### config.mk
export PLATFORM = sky130hd
export DESIGN_NAME = snake_top
export DESIGN_NICKNAME = d
export VERILOG_FILES = /design/src/verilog/grid_pkg.sv /design/src/verilog/snake_pkg.sv /design/src/verilog/button_decode.sv /design/src/verilog/game_control.sv /design/src/verilog/pixel_render.sv /design/src/verilog/snake_body.sv /design/src/verilog/snake_top.sv
export SDC_FILE = /design/constraint.sdc
export NUM_CORES = 1
export LEC_CHECK = 0
export BUFFER_PORTS_ARGS = -buffer_cell sky130_fd_sc_hd__buf_2
export CORE_MARGIN = 10
export CORE_UTILIZATION = 40
export DETAILED_ROUTE_END_ITERATION = 10
export PLACE_DENSITY = 0.6
export SETUP_SLACK_MARGIN = 0.4
export SLEW_MARGIN = 20
export SYNTH_ARGS = -nofsm -noshare
export SYNTH_HDL_FRONTEND = slang
export SYNTH_HIERARCHICAL = 1
export SYNTH_SLANG_ARGS = --single-unit
### constraint.sdc
create_clock -name clk -period 10.9 [get_ports clk]
set_clock_uncertainty 0.05 [all_clocks]
set_input_delay 1.09 -clock clk [delete_from_list [all_inputs] [get_ports clk]]
set_output_delay 1.09 -clock clk [all_outputs]
set_load 0.03 [all_outputs]
### src/verilog/grid_pkg.sv
package grid_pkg;

    // square board, one coordinate per axis
    localparam int GRID_SIZE = 16;
    localparam int COORD_W = $clog2(GRID_SIZE);

    typedef logic [COORD_W-1:0] coord_t;

    localparam coord_t COORD_MAX = coord_t'(GRID_SIZE - 1);

    // y sits in the high nibble so an 8-bit value maps straight onto a cell
    typedef struct packed {
        coord_t y;
        coord_t x;
    } cell_t;

endpackage

### src/verilog/snake_pkg.sv
package snake_pkg;

    typedef enum logic [1:0] {
        RUN      = 2'b00,
        WAIT     = 2'b01,
        PAUSE    = 2'b10,
        END_GAME = 2'b11
    } game_state_e;

    // y grows downwards, so UP lowers y
    typedef enum logic [1:0] {
        UP    = 2'b00,
        DOWN  = 2'b01,
        LEFT  = 2'b10,
        RIGHT = 2'b11
    } direction_e;

    // one-cycle pulses, field order matches the raw button bus
    typedef struct packed {
        logic up;
        logic down;
        logic left;
        logic right;
        logic start_pause;
    } button_cmd_t;

    function automatic direction_e opposite(direction_e dir);
        direction_e rev;
        case (dir)
            UP:      rev = DOWN;
            DOWN:    rev = UP;
            LEFT:    rev = RIGHT;
            default: rev = LEFT;
        endcase
        return rev;
    endfunction

endpackage

### src/verilog/button_decode.sv
`timescale 1ns/100ps

module button_decode import snake_pkg::*; (
    input  logic        clk,
    input  logic        arst_n,
    input  logic [4:0]  buttons,
    output button_cmd_t cmd
);

    logic [4:0] meta_q;
    logic [4:0] sync_q;
    logic [4:0] prev_q;
    logic [4:0] rise;

    // two-stage synchronizer, then one flop to remember the last level
    always_ff @(posedge clk or negedge arst_n) begin
        if (!arst_n) begin
            meta_q <= '0;
            sync_q <= '0;
            prev_q <= '0;
        end else begin
            meta_q <= buttons;
            sync_q <= meta_q;
            prev_q <= sync_q;
        end
    end

    // a held button gives a single pulse
    assign rise = sync_q & ~prev_q;

    assign cmd = button_cmd_t'(rise);

endmodule

### src/verilog/game_control.sv
`timescale 1ns/100ps

module game_control import snake_pkg::*; #(
    parameter int STEP_CYCLES = 1000
) (
    input  logic        clk,
    input  logic        arst_n,
    input  button_cmd_t cmd,
    input  logic        dead,
    output game_state_e state,
    output logic        step,
    output logic        clear
);

    localparam int CNT_W = $clog2(STEP_CYCLES + 1);

    game_state_e      state_q;
    game_state_e      state_d;
    logic [CNT_W-1:0] cnt_q;
    logic             last_cnt;

    always_comb begin
        state_d = state_q;
        case (state_q)
            WAIT: begin
                if (cmd.start_pause) begin
                    state_d = RUN;
                end
            end
            RUN: begin
                // a collision wins over a pause press in the same cycle
                if (dead) begin
                    state_d = END_GAME;
                end else if (cmd.start_pause) begin
                    state_d = PAUSE;
                end
            end
            PAUSE: begin
                if (cmd.start_pause) begin
                    state_d = RUN;
                end
            end
            default: begin
                if (cmd.start_pause) begin
                    state_d = WAIT;
                end
            end
        endcase
    end

    always_ff @(posedge clk or negedge arst_n) begin
        if (!arst_n) begin
            state_q <= WAIT;
        end else begin
            state_q <= state_d;
        end
    end

    assign last_cnt = (cnt_q == CNT_W'(STEP_CYCLES - 1));

    // step timer, held in PAUSE and restarted from zero in WAIT and END_GAME
    always_ff @(posedge clk or negedge arst_n) begin
        if (!arst_n) begin
            cnt_q <= '0;
        end else if (state_q == RUN) begin
            cnt_q <= last_cnt ? '0 : cnt_q + 1'b1;
        end else if (state_q != PAUSE) begin
            cnt_q <= '0;
        end
    end

    assign step  = (state_q == RUN) && last_cnt;
    assign clear = cmd.start_pause && (state_q == WAIT || state_q == END_GAME);
    assign state = state_q;

    a_step_in_run: assert property (@(posedge clk) disable iff (!arst_n)
        step |-> state_q == RUN);

endmodule

### src/verilog/pixel_render.sv
`timescale 1ns/100ps

module pixel_render import grid_pkg::*; #(
    parameter int MAX_LENGTH = 30
) (
    input  cell_t                  query,
    input  cell_t [MAX_LENGTH-1:0] body_pos,
    input  logic [4:0]             length,
    input  cell_t                  apple,
    output logic                   apple_hit,
    output logic                   body_hit,
    output logic                   head_hit
);

    assign apple_hit = (query == apple);

    // segment 0 is always the head
    assign head_hit = (query == body_pos[0]);

    always_comb begin
        body_hit = 1'b0;
        for (int i = 1; i < MAX_LENGTH; i++) begin
            if (i < int'(length) && body_pos[i] == query) begin
                body_hit = 1'b1;
            end
        end
    end

endmodule

### src/verilog/snake_body.sv
`timescale 1ns/100ps

module snake_body import grid_pkg::*, snake_pkg::*; #(
    parameter int MAX_LENGTH = 30
) (
    input  logic                   clk,
    input  logic                   arst_n,
    input  button_cmd_t            cmd,
    input  logic                   step,
    input  logic                   clear,
    output logic                   dead,
    output cell_t [MAX_LENGTH-1:0] body_pos,
    output logic [4:0]             length,
    output cell_t                  apple,
    output logic [7:0]             score
);

    localparam logic [7:0] LFSR_SEED = 8'hA5;
    localparam coord_t     START_X   = 4'd8;
    localparam coord_t     START_Y   = 4'd8;
    localparam logic [4:0] START_LEN = 5'd3;

    cell_t [MAX_LENGTH-1:0] body_q;
    logic [4:0]             len_q;
    direction_e             heading_q;
    direction_e             pending_q;
    direction_e             dir;
    logic [7:0]             lfsr_q;
    logic [7:0]             lfsr_next;
    cell_t                  apple_q;
    logic [7:0]             score_q;
    logic                   dead_q;
    cell_t                  head_next;
    logic                   hit_border;
    logic                   hit_self;
    logic                   collide;
    logic                   eat;

    // start snake lies left of the head, unused slots repeat the tail
    function automatic cell_t start_seg(int idx);
        cell_t seg;
        int    off;
        off = (idx < int'(START_LEN)) ? idx : int'(START_LEN) - 1;
        seg.y = START_Y;
        seg.x = START_X - coord_t'(off);
        return seg;
    endfunction

    // latest press wins, pulses are taken in every state
    always_ff @(posedge clk or negedge arst_n) begin
        if (!arst_n) begin
            pending_q <= RIGHT;
        end else if (clear) begin
            pending_q <= RIGHT;
        end else if (cmd.up) begin
            pending_q <= UP;
        end else if (cmd.down) begin
            pending_q <= DOWN;
        end else if (cmd.left) begin
            pending_q <= LEFT;
        end else if (cmd.right) begin
            pending_q <= RIGHT;
        end
    end

    always_comb begin
        // a reversal would run into the neck, keep going straight
        dir = (pending_q == opposite(heading_q)) ? heading_q : pending_q;
        head_next = body_q[0];
        case (dir)
            UP: begin
                hit_border = (body_q[0].y == '0);
                head_next.y = body_q[0].y - 1'b1;
            end
            DOWN: begin
                hit_border = (body_q[0].y == COORD_MAX);
                head_next.y = body_q[0].y + 1'b1;
            end
            LEFT: begin
                hit_border = (body_q[0].x == '0);
                head_next.x = body_q[0].x - 1'b1;
            end
            default: begin
                hit_border = (body_q[0].x == COORD_MAX);
                head_next.x = body_q[0].x + 1'b1;
            end
        endcase
    end

    // the current tail is treated as a free cell
    always_comb begin
        hit_self = 1'b0;
        for (int i = 0; i < MAX_LENGTH - 1; i++) begin
            if (i < int'(len_q) - 1 && body_q[i] == head_next) begin
                hit_self = 1'b1;
            end
        end
    end

    assign collide   = hit_border || hit_self;
    assign eat       = (head_next == apple_q);
    assign lfsr_next = {lfsr_q[6:0], lfsr_q[7] ^ lfsr_q[5] ^ lfsr_q[4] ^ lfsr_q[3]};

    always_ff @(posedge clk or negedge arst_n) begin
        if (!arst_n) begin
            for (int i = 0; i < MAX_LENGTH; i++) begin
                body_q[i] <= start_seg(i);
            end
            len_q     <= START_LEN;
            heading_q <= RIGHT;
            lfsr_q    <= LFSR_SEED;
            apple_q   <= cell_t'(LFSR_SEED);
            score_q   <= '0;
            dead_q    <= 1'b0;
        end else if (clear) begin
            for (int i = 0; i < MAX_LENGTH; i++) begin
                body_q[i] <= start_seg(i);
            end
            len_q     <= START_LEN;
            heading_q <= RIGHT;
            lfsr_q    <= LFSR_SEED;
            apple_q   <= cell_t'(LFSR_SEED);
            score_q   <= '0;
            dead_q    <= 1'b0;
        end else begin
            dead_q <= step && collide;
            if (step) begin
                lfsr_q <= lfsr_next;
                if (!collide) begin
                    // growing keeps the old tail, it lands in the next slot
                    for (int i = MAX_LENGTH - 1; i > 0; i--) begin
                        body_q[i] <= body_q[i-1];
                    end
                    body_q[0] <= head_next;
                    heading_q <= dir;
                    if (eat) begin
                        score_q <= score_q + 1'b1;
                        apple_q <= cell_t'(lfsr_next);
                        if (len_q < 5'(MAX_LENGTH)) begin
                            len_q <= len_q + 1'b1;
                        end
                    end
                end
            end
        end
    end

    assign dead     = dead_q;
    assign body_pos = body_q;
    assign length   = len_q;
    assign apple    = apple_q;
    assign score    = score_q;

    a_length_range: assert property (@(posedge clk) disable iff (!arst_n)
        len_q >= START_LEN && len_q <= 5'(MAX_LENGTH));

    a_dead_after_step: assert property (@(posedge clk) disable iff (!arst_n)
        dead_q |-> $past(step));

endmodule

### src/verilog/snake_top.sv
`timescale 1ns/100ps

module snake_top import grid_pkg::*, snake_pkg::*; #(
    parameter int MAX_LENGTH  = 30,
    parameter int STEP_CYCLES = 1000
) (
    input  logic        clk,
    input  logic        arst_n,
    input  logic        button_up,
    input  logic        button_down,
    input  logic        button_left,
    input  logic        button_right,
    input  logic        button_start_pause,
    input  coord_t      x,
    input  coord_t      y,
    output logic        apple,
    output logic        body,
    output logic        head,
    output logic        gameover,
    output logic [7:0]  score,
    output game_state_e state
);

    button_cmd_t            cmd;
    logic                   step;
    logic                   clear;
    logic                   dead;
    cell_t [MAX_LENGTH-1:0] body_pos;
    logic [4:0]             length;
    cell_t                  apple_cell;
    cell_t                  query;

    assign query = cell_t'{x: x, y: y};

    button_decode u_decode (
        .clk     (clk),
        .arst_n  (arst_n),
        .buttons ({button_up, button_down, button_left, button_right, button_start_pause}),
        .cmd     (cmd)
    );

    game_control #(
        .STEP_CYCLES (STEP_CYCLES)
    ) u_control (
        .clk    (clk),
        .arst_n (arst_n),
        .cmd    (cmd),
        .dead   (dead),
        .state  (state),
        .step   (step),
        .clear  (clear)
    );

    snake_body #(
        .MAX_LENGTH (MAX_LENGTH)
    ) u_body (
        .clk      (clk),
        .arst_n   (arst_n),
        .cmd      (cmd),
        .step     (step),
        .clear    (clear),
        .dead     (dead),
        .body_pos (body_pos),
        .length   (length),
        .apple    (apple_cell),
        .score    (score)
    );

    pixel_render #(
        .MAX_LENGTH (MAX_LENGTH)
    ) u_render (
        .query     (query),
        .body_pos  (body_pos),
        .length    (length),
        .apple     (apple_cell),
        .apple_hit (apple),
        .body_hit  (body),
        .head_hit  (head)
    );

    assign gameover = (state == END_GAME);

endmodule
* Word level (Yosys, flattened, before mapping)
Index checks and enable logic that the tools add are counted. Widths: inputs -> output; s select.
Operators by class: add/sub/neg operators 8, divide/modulo/power cells 0, shift-type cells 0, eq/ne operators 75, magnitude comparators 59, reduce and logical (&&, ||, !) cells 81, multiplexer cells 98, multiply operators 0, bitwise operators 5
Operator list (count):
- $mux 240 | 3
- $eq 8x8->1 | 61
- $lt 6x32->1 const A | 13
- $lt 5x32->1 const A | 8
- $lt 4x32->1 const A | 4
- $mux 8 | 10
- $lt 5x5->1 const A | 14
- $lt 3x32->1 const A | 2
- $logic_and 1x1->1 | 61
- $mux 1 | 59
- $lt 4x5->1 const A | 8
- $lt 1x32->1 const A | 1
- $lt 2x32->1 const A | 1
- $mux 10 | 3
- $mux 2 | 13
- $mux 5 | 5
- $lt 3x5->1 const A | 4
- $pmux 4 s2 | 2
- $reduce_bool 2->1 | 6
- $add 10x1->10 const B | 1
- $eq 10x10->1 const B | 1
- $lt 2x5->1 const A | 2
- $add 4x1->4 const B | 2
- $add 8x1->8 const B | 1
- other kinds (25) | 41
Storage, ports and cells: latch bits 0, memory bits (writable) 0, register bits 301, word-level logic and storage cells 399, memory bits (read-only) 0, input bits 15, output and inout bits 14, memories kept 0

* Logic depth before layout (Yosys ltp)
Gate-level depths: netlist of run 1.
word-level depth 42, mapped depth 26, depth with buffers taken out 15

* By module
Netlist of run 1, hierarchy kept.
Modules (own cells, without submodules):
- snake_body | cells each 1925, times used 1, sequential area each 6986.7 µm², area each 17060.1 µm²
- pixel_render | cells each 422, times used 1, sequential area each 0.0 µm², area each 3328.2 µm²
- game_control | cells each 75, times used 1, sequential area each 301.5 µm², area each 724.4 µm²
- button_decode | cells each 20, times used 1, sequential area each 375.4 µm², area each 444.2 µm²
- snake_top | cells each 1, times used 1, sequential area each 0.0 µm², area each 6.3 µm²

* Worst setup path after synthesis of run 1
OpenSTA, ideal clock, no wires.
path kind register to register, from register u_body.pending_q[1], to register u_body.len_q[3], in the netlist u_body/length[3], slack 5.469 ns, required time 10.722 ns, path buffers 10, arrival 5.254 ns, library setup time 0.128 ns, stages on the path, launching flop included 24, path through dfstp_2 buf_2 buf_2 buf_2 buf_2 buf_2 buf_2 buf_2 nand2_1 xnor2_1 ha_1 or3b_1 mux2i_1 xnor2_1 buf_2 buf_2 xor2_1 nand4b_1 o311ai_0 nor4_2 nand4_1 buf_2 nor4_2 mux2_1
Between the ends: word-level cells in the longest chain between the ends 39
Ends and longest elaborated chain:
- start: declaration | RTL line snake_body.sv:26 | direction_e pending_q;
- start signal: assignment | RTL line snake_body.sv:52 | pending_q <= RIGHT;
- start signal: assignment | RTL line snake_body.sv:54 | pending_q <= RIGHT;
- start signal: assignment | RTL line snake_body.sv:56 | pending_q <= UP;
- $eq 2x2->1 | RTL line snake_body.sv:68 | dir = (pending_q == opposite(heading_q)) ? heading_q : pending_q;
- $mux 2 (*) | RTL line snake_body.sv:68
- $eq 2x1->1 / $logic_not 2->1 (equally long branches) | RTL line snake_body.sv:70 | case (dir)
- $reduce_or 2->1 (no source line)
- $pmux 4 s2 | RTL line snake_body.sv:70
- $eq 8x8->1 | RTL line snake_body.sv:94 | if (i < int'(len_q) - 1 && body_q[i] == head_next) begin
- $logic_and 1x1->1 | RTL line snake_body.sv:94
- $mux 1 (29 in a row) | RTL line snake_body.sv:94
- $logic_or 1x1->1 | RTL line snake_body.sv:100 | assign collide = hit_border || hit_self;
- $ne 2x2->1 (no source line)
- $reduce_and 4->1 (no source line) (*)
- end signal: assignment | RTL line snake_body.sv:140 | len_q <= len_q + 1'b1;
- end: declaration | RTL line snake_body.sv:24 | logic [4:0] len_q;
Every way passes the cells marked *; elsewhere a longest branch is shown, timed or not. A chain may end at the register's enable or synchronous reset.

* Worst setup path after layout of run 1
from register u_body.pending_q[1], to register u_body.body_q (netlist bit u_body/body_pos[123])
Between the ends: word-level cells in the longest chain between the ends 39
Ends and longest elaborated chain:
- $eq 2x2->1 | RTL line snake_body.sv:68
- $mux 2 (*) | RTL line snake_body.sv:68
- $eq 2x1->1 / $logic_not 2->1 (equally long branches) | RTL line snake_body.sv:70
- $reduce_or 2->1 (no source line)
- $pmux 4 s2 | RTL line snake_body.sv:70
- $eq 8x8->1 | RTL line snake_body.sv:94
- $logic_and 1x1->1 | RTL line snake_body.sv:94
- $mux 1 (29 in a row) | RTL line snake_body.sv:94
- $logic_or 1x1->1 (*) | RTL line snake_body.sv:100
- $ne 2x2->1 (no source line) (*)
- $reduce_and 2->1 (no source line) (*)
- end signal: indexed assignment | RTL line snake_body.sv:107 | body_q[i] <= start_seg(i);
- end signal: indexed assignment | RTL line snake_body.sv:117 | body_q[i] <= start_seg(i);
- end signal: indexed assignment | RTL line snake_body.sv:132 | body_q[i] <= body_q[i-1];
- end: declaration | RTL line snake_body.sv:23 | cell_t [MAX_LENGTH-1:0] body_q;
Marked as above.

==> results_dict.tcl, run 1 <==
set metrics [dict create \
    status "complete, no violations" \
    fin_tns_setup_ns 0 \
    boundaryPins 29 \
    critPathLaunch "u_body/pending_q[1]$_DFFE_PN1P_" \
    r2r_cells 16 \
    clk_path_buf_depth 3 \
    clockRootBuffer "clkbuf_16" \
    die_y_um 252 \
    ir_drop_mv 0.308 \
    p_per_area_mw_per_mm2 231 \
    areaGrowthSynthToFinish_pct 7.55 \
    synth_area_per_cell_sq_um 8.83 \
    slew_headroom 0.0727 \
    period_share 0.695 \
    hold_class "flop to flop" \
    grt_pass1_wl_mm 123 \
    grt_pass1_vias 18900 \
    period_needed_ns 7.58 \
    antenna_found_initial 3 \
    dp_hpwl_mm 50.3 \
    cts_sinks 301 \
    fp.dieW_um 252 \
    routedWlPerCell_um 26.8 \
    viasPerCell 6.50 \
    endpoint "u_body/body_pos[123]$_DFFE_PN0P_" \
    gp_congestion 1.02 \
    numPortBuffers 28 \
    seqCellArea_sq_mm 0.00767 \
    ant_nets 0 \
    finalWirelength_mm 81.4 \
    ys_ff_latch 301 \
    worstReg2RegEnd "u_body/body_pos[123]$_DFFE_PN0P_" \
    max_clock_freq_mhz 132 \
    cp_max_fo 159 \
    start_util 0.402 \
    setup_viol 0 \
    gr-total-overflow 0 \
    multi_input_area_sq_mm 0.0126 \
    critPathArrivalTime_ns 7.93 \
    crit_path_top_delay_cell "fa_1" \
    drv_cap 0 \
    hold_viol 0 \
    required_ns 11.25 \
    yosysSeqAreaShare 0.355 \
    cts_tree "built" \
    cts_resized 0 \
    cp-start-kind "flop" \
    cts.htree.levels 2 \
    syn-num-nets 2471 \
    drtIter0Drc 2849 \
    synth_edf_count 0 \
    endpoint_kind "flop" \
    fillers 5224 \
    worstSetupPathType "flop to flop" \
    drive_gt1_frac 0.132 \
    fin_nets 2340 \
    r2r-start "u_body/pending_q[1]$_DFFE_PN1P_" \
    rsz0062_at_grt "no" \
    drc 0 \
    rows 85 \
    die_area_sq_mm 0.0636 \
    async_flop_share 1.00 \
    synth_ff_type "dfrtp_1" \
    grt.total_usage 0.250 \
    post-cts-setup-buffers 0 \
    worst_pin_slew_ns 1.39 \
    p_leak_nw 8.56 \
    vias 19700 \
    drt_pass1_iterations 5 \
    ys_types 86 \
    hold_buffers 0 \
    core_sq_mm 0.0536 \
    yosysWarnings 6 \
    hold_slack_ns 0.298 \
    r2r_setup_slack_ns 3.32 \
    postSynthCellCount 2443 \
    path_clk_slew_ns 0.06 \
    max_stage_delay_ns 1.00 \
    cp_cell_sequence "xnor2_1 -> mux2i_1 -> or2_2 -> inv_1 -> fa_1 -> nand2b_1 -> nand2_1 -> xor2_1 -> o2111ai_1 -> or4b_1 -> o311ai_0 -> nor4_2 -> nand3_4 -> buf_12 -> o21ai_0 -> a21oi_1" \
    syn_area_sq_mm 0.0216 \
    maxSlewViolCount 0 \
    cts_buffers 37 \
    clock_latency_ns 0.58 \
    grt_max_degree 201 \
]
==> critical path: cells and delay by family, from the launching register on <==
family	cells	cell delay (ns)
buffers and inverters	2	0.60
AOI/OAI and AO/OA	4	0.75
adders and majority gates	1	1.00
DFF	1	0.81
and+or+nand+nor	6	3.22
muxes	1	0.44
xor gates and xnor gates	2	0.33
==> cell usage after synthesis (all sizes together) (14+ instances only) <==
| cell | n | share of area |
|---|---|---|
| nand3 | 358 | 0.083 |
| xnor2 | 309 | 0.13 |
| o21ai | 259 | 0.060 |
| dfrtp | 196 | 0.23 |
| xor2 | 186 | 0.076 |
| a21oi | 177 | 0.041 |
| clkbuf | 132 | 0.023 |
| buf | 108 | 0.035 |
| dfstp | 105 | 0.13 |
| nor2 | 72 | 0.013 |
| nand4 | 62 | 0.018 |
| nand2 | 61 | 0.011 |
| nor4 | 52 | 0.017 |
| nor3 | 47 | 0.011 |
| inv | 22 | 0.0038 |
| mux2i | 22 | 0.010 |
| and3 | 20 | 0.0058 |
| a31oi | 17 | 0.0049 |
| nor2b | 17 | 0.0067 |
| mux4 | 14 | 0.015 |
| or4 | 14 | 0.0050 |
==> cells by family (layout without fill, tap and decap cells) <==
logic type	count (synthesis)	after routing	share of synthesized area
simple gates	771	771	0.192
mux	46	46	0.0302
compound gates	550	550	0.144
buf+inv	262	160	0.0617
fa+ha+maj	13	13	0.00789
xor+xnor	500	500	0.208
flops	301	301	0.355
other cells	0	1	0
==> cell type report <==
cell class                 count  area share
multi-input combinational   1880       0.545
sequential                   301       0.331
clock buffer                  51      0.0483
tap                          696      0.0375
timing repair buffer          70      0.0228
clock inverter                17      0.0118
inverter                      22     0.00367
antenna                        1    0.000108
==> cells in the final DEF, fill, tap and decap left out, types with 14 or more instances in the layout <==
master	instances
nand3_1	356
xnor2_1	305
o21ai_0	258
dfrtp_1	194
xor2_1	186
a21oi_1	177
dfstp_2	105
nor2_1	72
nand4_1	62
nand2_1	60
nor3_1	46
nor4_1	46
clkbuf_16	39
buf_4	37
buf_2	27
mux2i_1	21
inv_1	20
and3_1	18
a31oi_1	17
mux4_2	14
==> sequential cells by signal, summed over array words and instances, names as in the netlist <==
register	count
u_body/lfsr_q	8
u_body/dead	1
u_decode/sync_q	5
u_body/length	5
u_decode/meta_q	5
u_body/body_pos	240
u_control/cnt_q	10
u_body/pending_q	2
u_control/state	2
u_body/apple	8
u_body/score	8
u_body/heading_q	2
u_decode/prev_q	5
==> worst min path at each step <==
| stage | startpoint | endpoint | slack (ns) | depth (start not counted) |
|---|---|---|---|---|
| after floorplan | u_decode/meta_q[0]$_DFF_PN0_ | u_decode/sync_q[0]$_DFF_PN0_ | 0.28 | 0 |
| after global placement | u_decode/meta_q[0]$_DFF_PN0_ | u_decode/sync_q[0]$_DFF_PN0_ | 0.28 | 0 |
| after detailed placement | u_decode/meta_q[4]$_DFF_PN0_ | u_decode/sync_q[4]$_DFF_PN0_ | 0.29 | 0 |
| after CTS | u_decode/meta_q[4]$_DFF_PN0_ | u_decode/sync_q[4]$_DFF_PN0_ | 0.30 | 0 |
| after global routing | u_decode/meta_q[1]$_DFF_PN0_ | u_decode/sync_q[1]$_DFF_PN0_ | 0.31 | 0 |
| final | u_decode/meta_q[4]$_DFF_PN0_ | u_decode/sync_q[4]$_DFF_PN0_ | 0.30 | 0 |
==> metrics by stage <==
stage	area, sq um	worst slack (ns)	utilization	std cells	power, W
after floorplan	21600	5.47	-	2443	0.00319
after global placement	21800	3.68	0.406	2968	0.00381
after detailed placement	21800	3.50	0.406	2968	0.00385
after CTS	23200	3.48	0.432	3036	0.00528
after global routing	23200	3.11	0.433	3037	0.00556
final	23200	3.32	0.433	3038	0.00535
==> layer usage <==
metal	vias up	global-route usage	wire length, um
met5	-	0	27
met4	4	0.136	4740
met3	302	0.0524	8420
met2	1193	0.373	35400
met1	9806	0.334	32900
li1	8443	-	-
==> where the power goes <==
group          switching, W  internal [W]
clock              0.000530      0.000887
sequential         0.000395       0.00143
combinational       0.00139      0.000715
(Power assumes the default switching activity.)
==> inputs of run 2 (changes only) <==
clock period = 7.6 ns   (was 10.9 ns; I/O delays follow)
==> results_dict.tcl, run 2 (synthesis results as in run 1) <==
set metrics [dict create \
    final_core_util 0.434 \
    slew_headroom 0.204 \
    gp_congestion 1.02 \
    ir_drop_mv 0.327 \
    endpoint "u_body/body_pos[78]$_DFFE_PN0P_" \
    maxSlewViolCount 0 \
    dp_hpwl_mm 54.2 \
    crit_path_top_delay_cell "and3_4" \
    fin_tns_setup_ns 0 \
    p_leak_nw 8.61 \
    cts.htree.levels 2 \
    critPathLaunch "u_body/heading_q[1]$_DFFE_PN1P_" \
    r2r-start "u_body/heading_q[1]$_DFFE_PN1P_" \
    period_share 0.877 \
    clock_latency_ns 0.57 \
    finalWirelength_mm 83.3 \
    p_per_area_mw_per_mm2 327 \
    path_clk_slew_ns 0.06 \
    boundaryPins 29 \
    setup_viol 0 \
    cts_buffers 38 \
    clk_path_buf_depth 3 \
    die_area_sq_mm 0.0636 \
    dpl_cell_area_sq_mm 0.0220 \
    rsz0062_at_grt "no" \
    gr-total-overflow 0 \
    hold_class "input pin to asynchronous set/reset pin" \
    path_buf_inv 2 \
    worstReg2RegEnd "u_body/body_pos[78]$_DFFE_PN0P_" \
    largest_reg_flops 240 \
    cp.depth 17 \
    vias 19800 \
    hold_viol 0 \
    grt.total_usage 0.255 \
    post-cts-setup-buffers 0 \
    crit_family "simple AND/OR/NAND/NOR gates" \
    worst_pin_slew_ns 1.18 \
    drive_gt1_frac 0.136 \
    diodes 0 \
    clockRootBuffer "clkbuf_16" \
    power_w 0.00761 \
    critPathArrivalTime_ns 7.09 \
    cp_cell_sequence "xnor2_1 -> mux2i_1 -> nand2_1 -> xnor2_1 -> ha_1 -> mux2i_4 -> buf_4 -> xor2_1 -> o221ai_1 -> a2111oi_0 -> nand3_1 -> o2111ai_1 -> nor4_2 -> and3_4 -> buf_12 -> nand3_1 -> a21oi_1" \
    status "complete, no violations" \
    multi_input_area_sq_mm 0.0126 \
    core_sq_mm 0.0536 \
    fin_nets 2361 \
    required_ns 8.03 \
    seqCellArea_sq_mm 0.00767 \
    cts_tree "built" \
    max_clock_freq_mhz 150 \
    r2r_setup_slack_ns 0.94 \
    period_needed_ns 6.66 \
    drc 0 \
    endpoint_kind "flop" \
    die_y_um 252 \
    drv_cap 0 \
    max_stage_delay_ns 0.97 \
    rows 85 \
    fillers 5332 \
    cp_max_fo 149 \
    viasPerCell 6.47 \
    r2r_cells 17 \
    routedWlPerCell_um 27.2 \
    antenna_found_initial 0 \
    grt_pass1_wl_mm 125 \
    start_util 0.402 \
    worstSetupPathType "flop to flop" \
    areaGrowthSynthToFinish_pct 7.84 \
    grt_pass1_vias 18800 \
    drtIter0Drc 2595 \
    cp-start-kind "flop" \
    drt_pass1_iterations 6 \
    fp.dieW_um 252 \
    hold_buffers 0 \
    final_cell_area_sq_mm 0.0233 \
    grt_max_degree 216 \
    ant_nets 0 \
    cts_resized 0 \
    numPortBuffers 28 \
    layout.cells.most_common_list "356 x nand3_1, 305 x xnor2_1, 258 x o21ai_0" \
    layout_commonest_cell "nand3_1" \
    cts_sinks 301 \
]
-- run 2: cell types whose count changed in the layout (fill, tap and decap cells not counted), moves of 2 or more --
cell       previous run  this run
bufinv_16             7         5
buf_12                5         7
clkbuf_1              2        10
clkbuf_8             10         4
buf_4                37        55
-- run 2: how the worst min path moves through the flow --
stage,from,end,slack (ns),cells after the start
after floorplan,u_decode/meta_q[0]$_DFF_PN0_,u_decode/sync_q[0]$_DFF_PN0_,0.28,0
after global placement,u_decode/meta_q[0]$_DFF_PN0_,u_decode/sync_q[0]$_DFF_PN0_,0.28,0
after detailed placement,u_decode/meta_q[1]$_DFF_PN0_,u_decode/sync_q[1]$_DFF_PN0_,0.29,0
after CTS,arst_n,u_body/body_pos[213]$_DFFE_PN0P_,0.24,1
after global routing,button_left,u_decode/meta_q[2]$_DFF_PN0_,0.25,1
final,arst_n,u_body/body_pos[214]$_DFFE_PN0P_,0.16,1
-- run 2: power breakdown --
group	internal [W]	switching (W)	total [W]	leakage [nW]
logic	0.00105	0.00203	0.00309	4.17
registers	0.00206	0.000546	0.00260	3.80
clock network	0.00116	0.000762	0.00192	0.630
-- run 2: area by class of cell --
| type | count | share of cell area |
|---|---|---|
| repair buffers | 90 | 0.0302 |
| well taps | 696 | 0.0374 |
| inverters | 22 | 0.00366 |
| flip-flops and latches | 301 | 0.330 |
| clock buffers | 53 | 0.0459 |
| clock inverters | 16 | 0.00947 |
| multi-input cells | 1880 | 0.544 |
-- run 2: stage by stage --
step	setup WS (ns)	hold slack, ns	instances
after CTS	1.28	0.236	3058
final	0.937	0.158	3058
after global placement	1.40	0.284	2989
after detailed placement	1.32	0.288	2989
after global routing	0.652	0.246	3058
after floorplan	2.17	0.281	2443
-- run 2: layer usage --
metal	routed length (um)	global-route usage	vias up
li1	-	-	8493
met1	33400	0.339	9773
met2	36500	0.381	1244
met3	9050	0.0599	264
met4	4360	0.128	0
met5	0	0	-
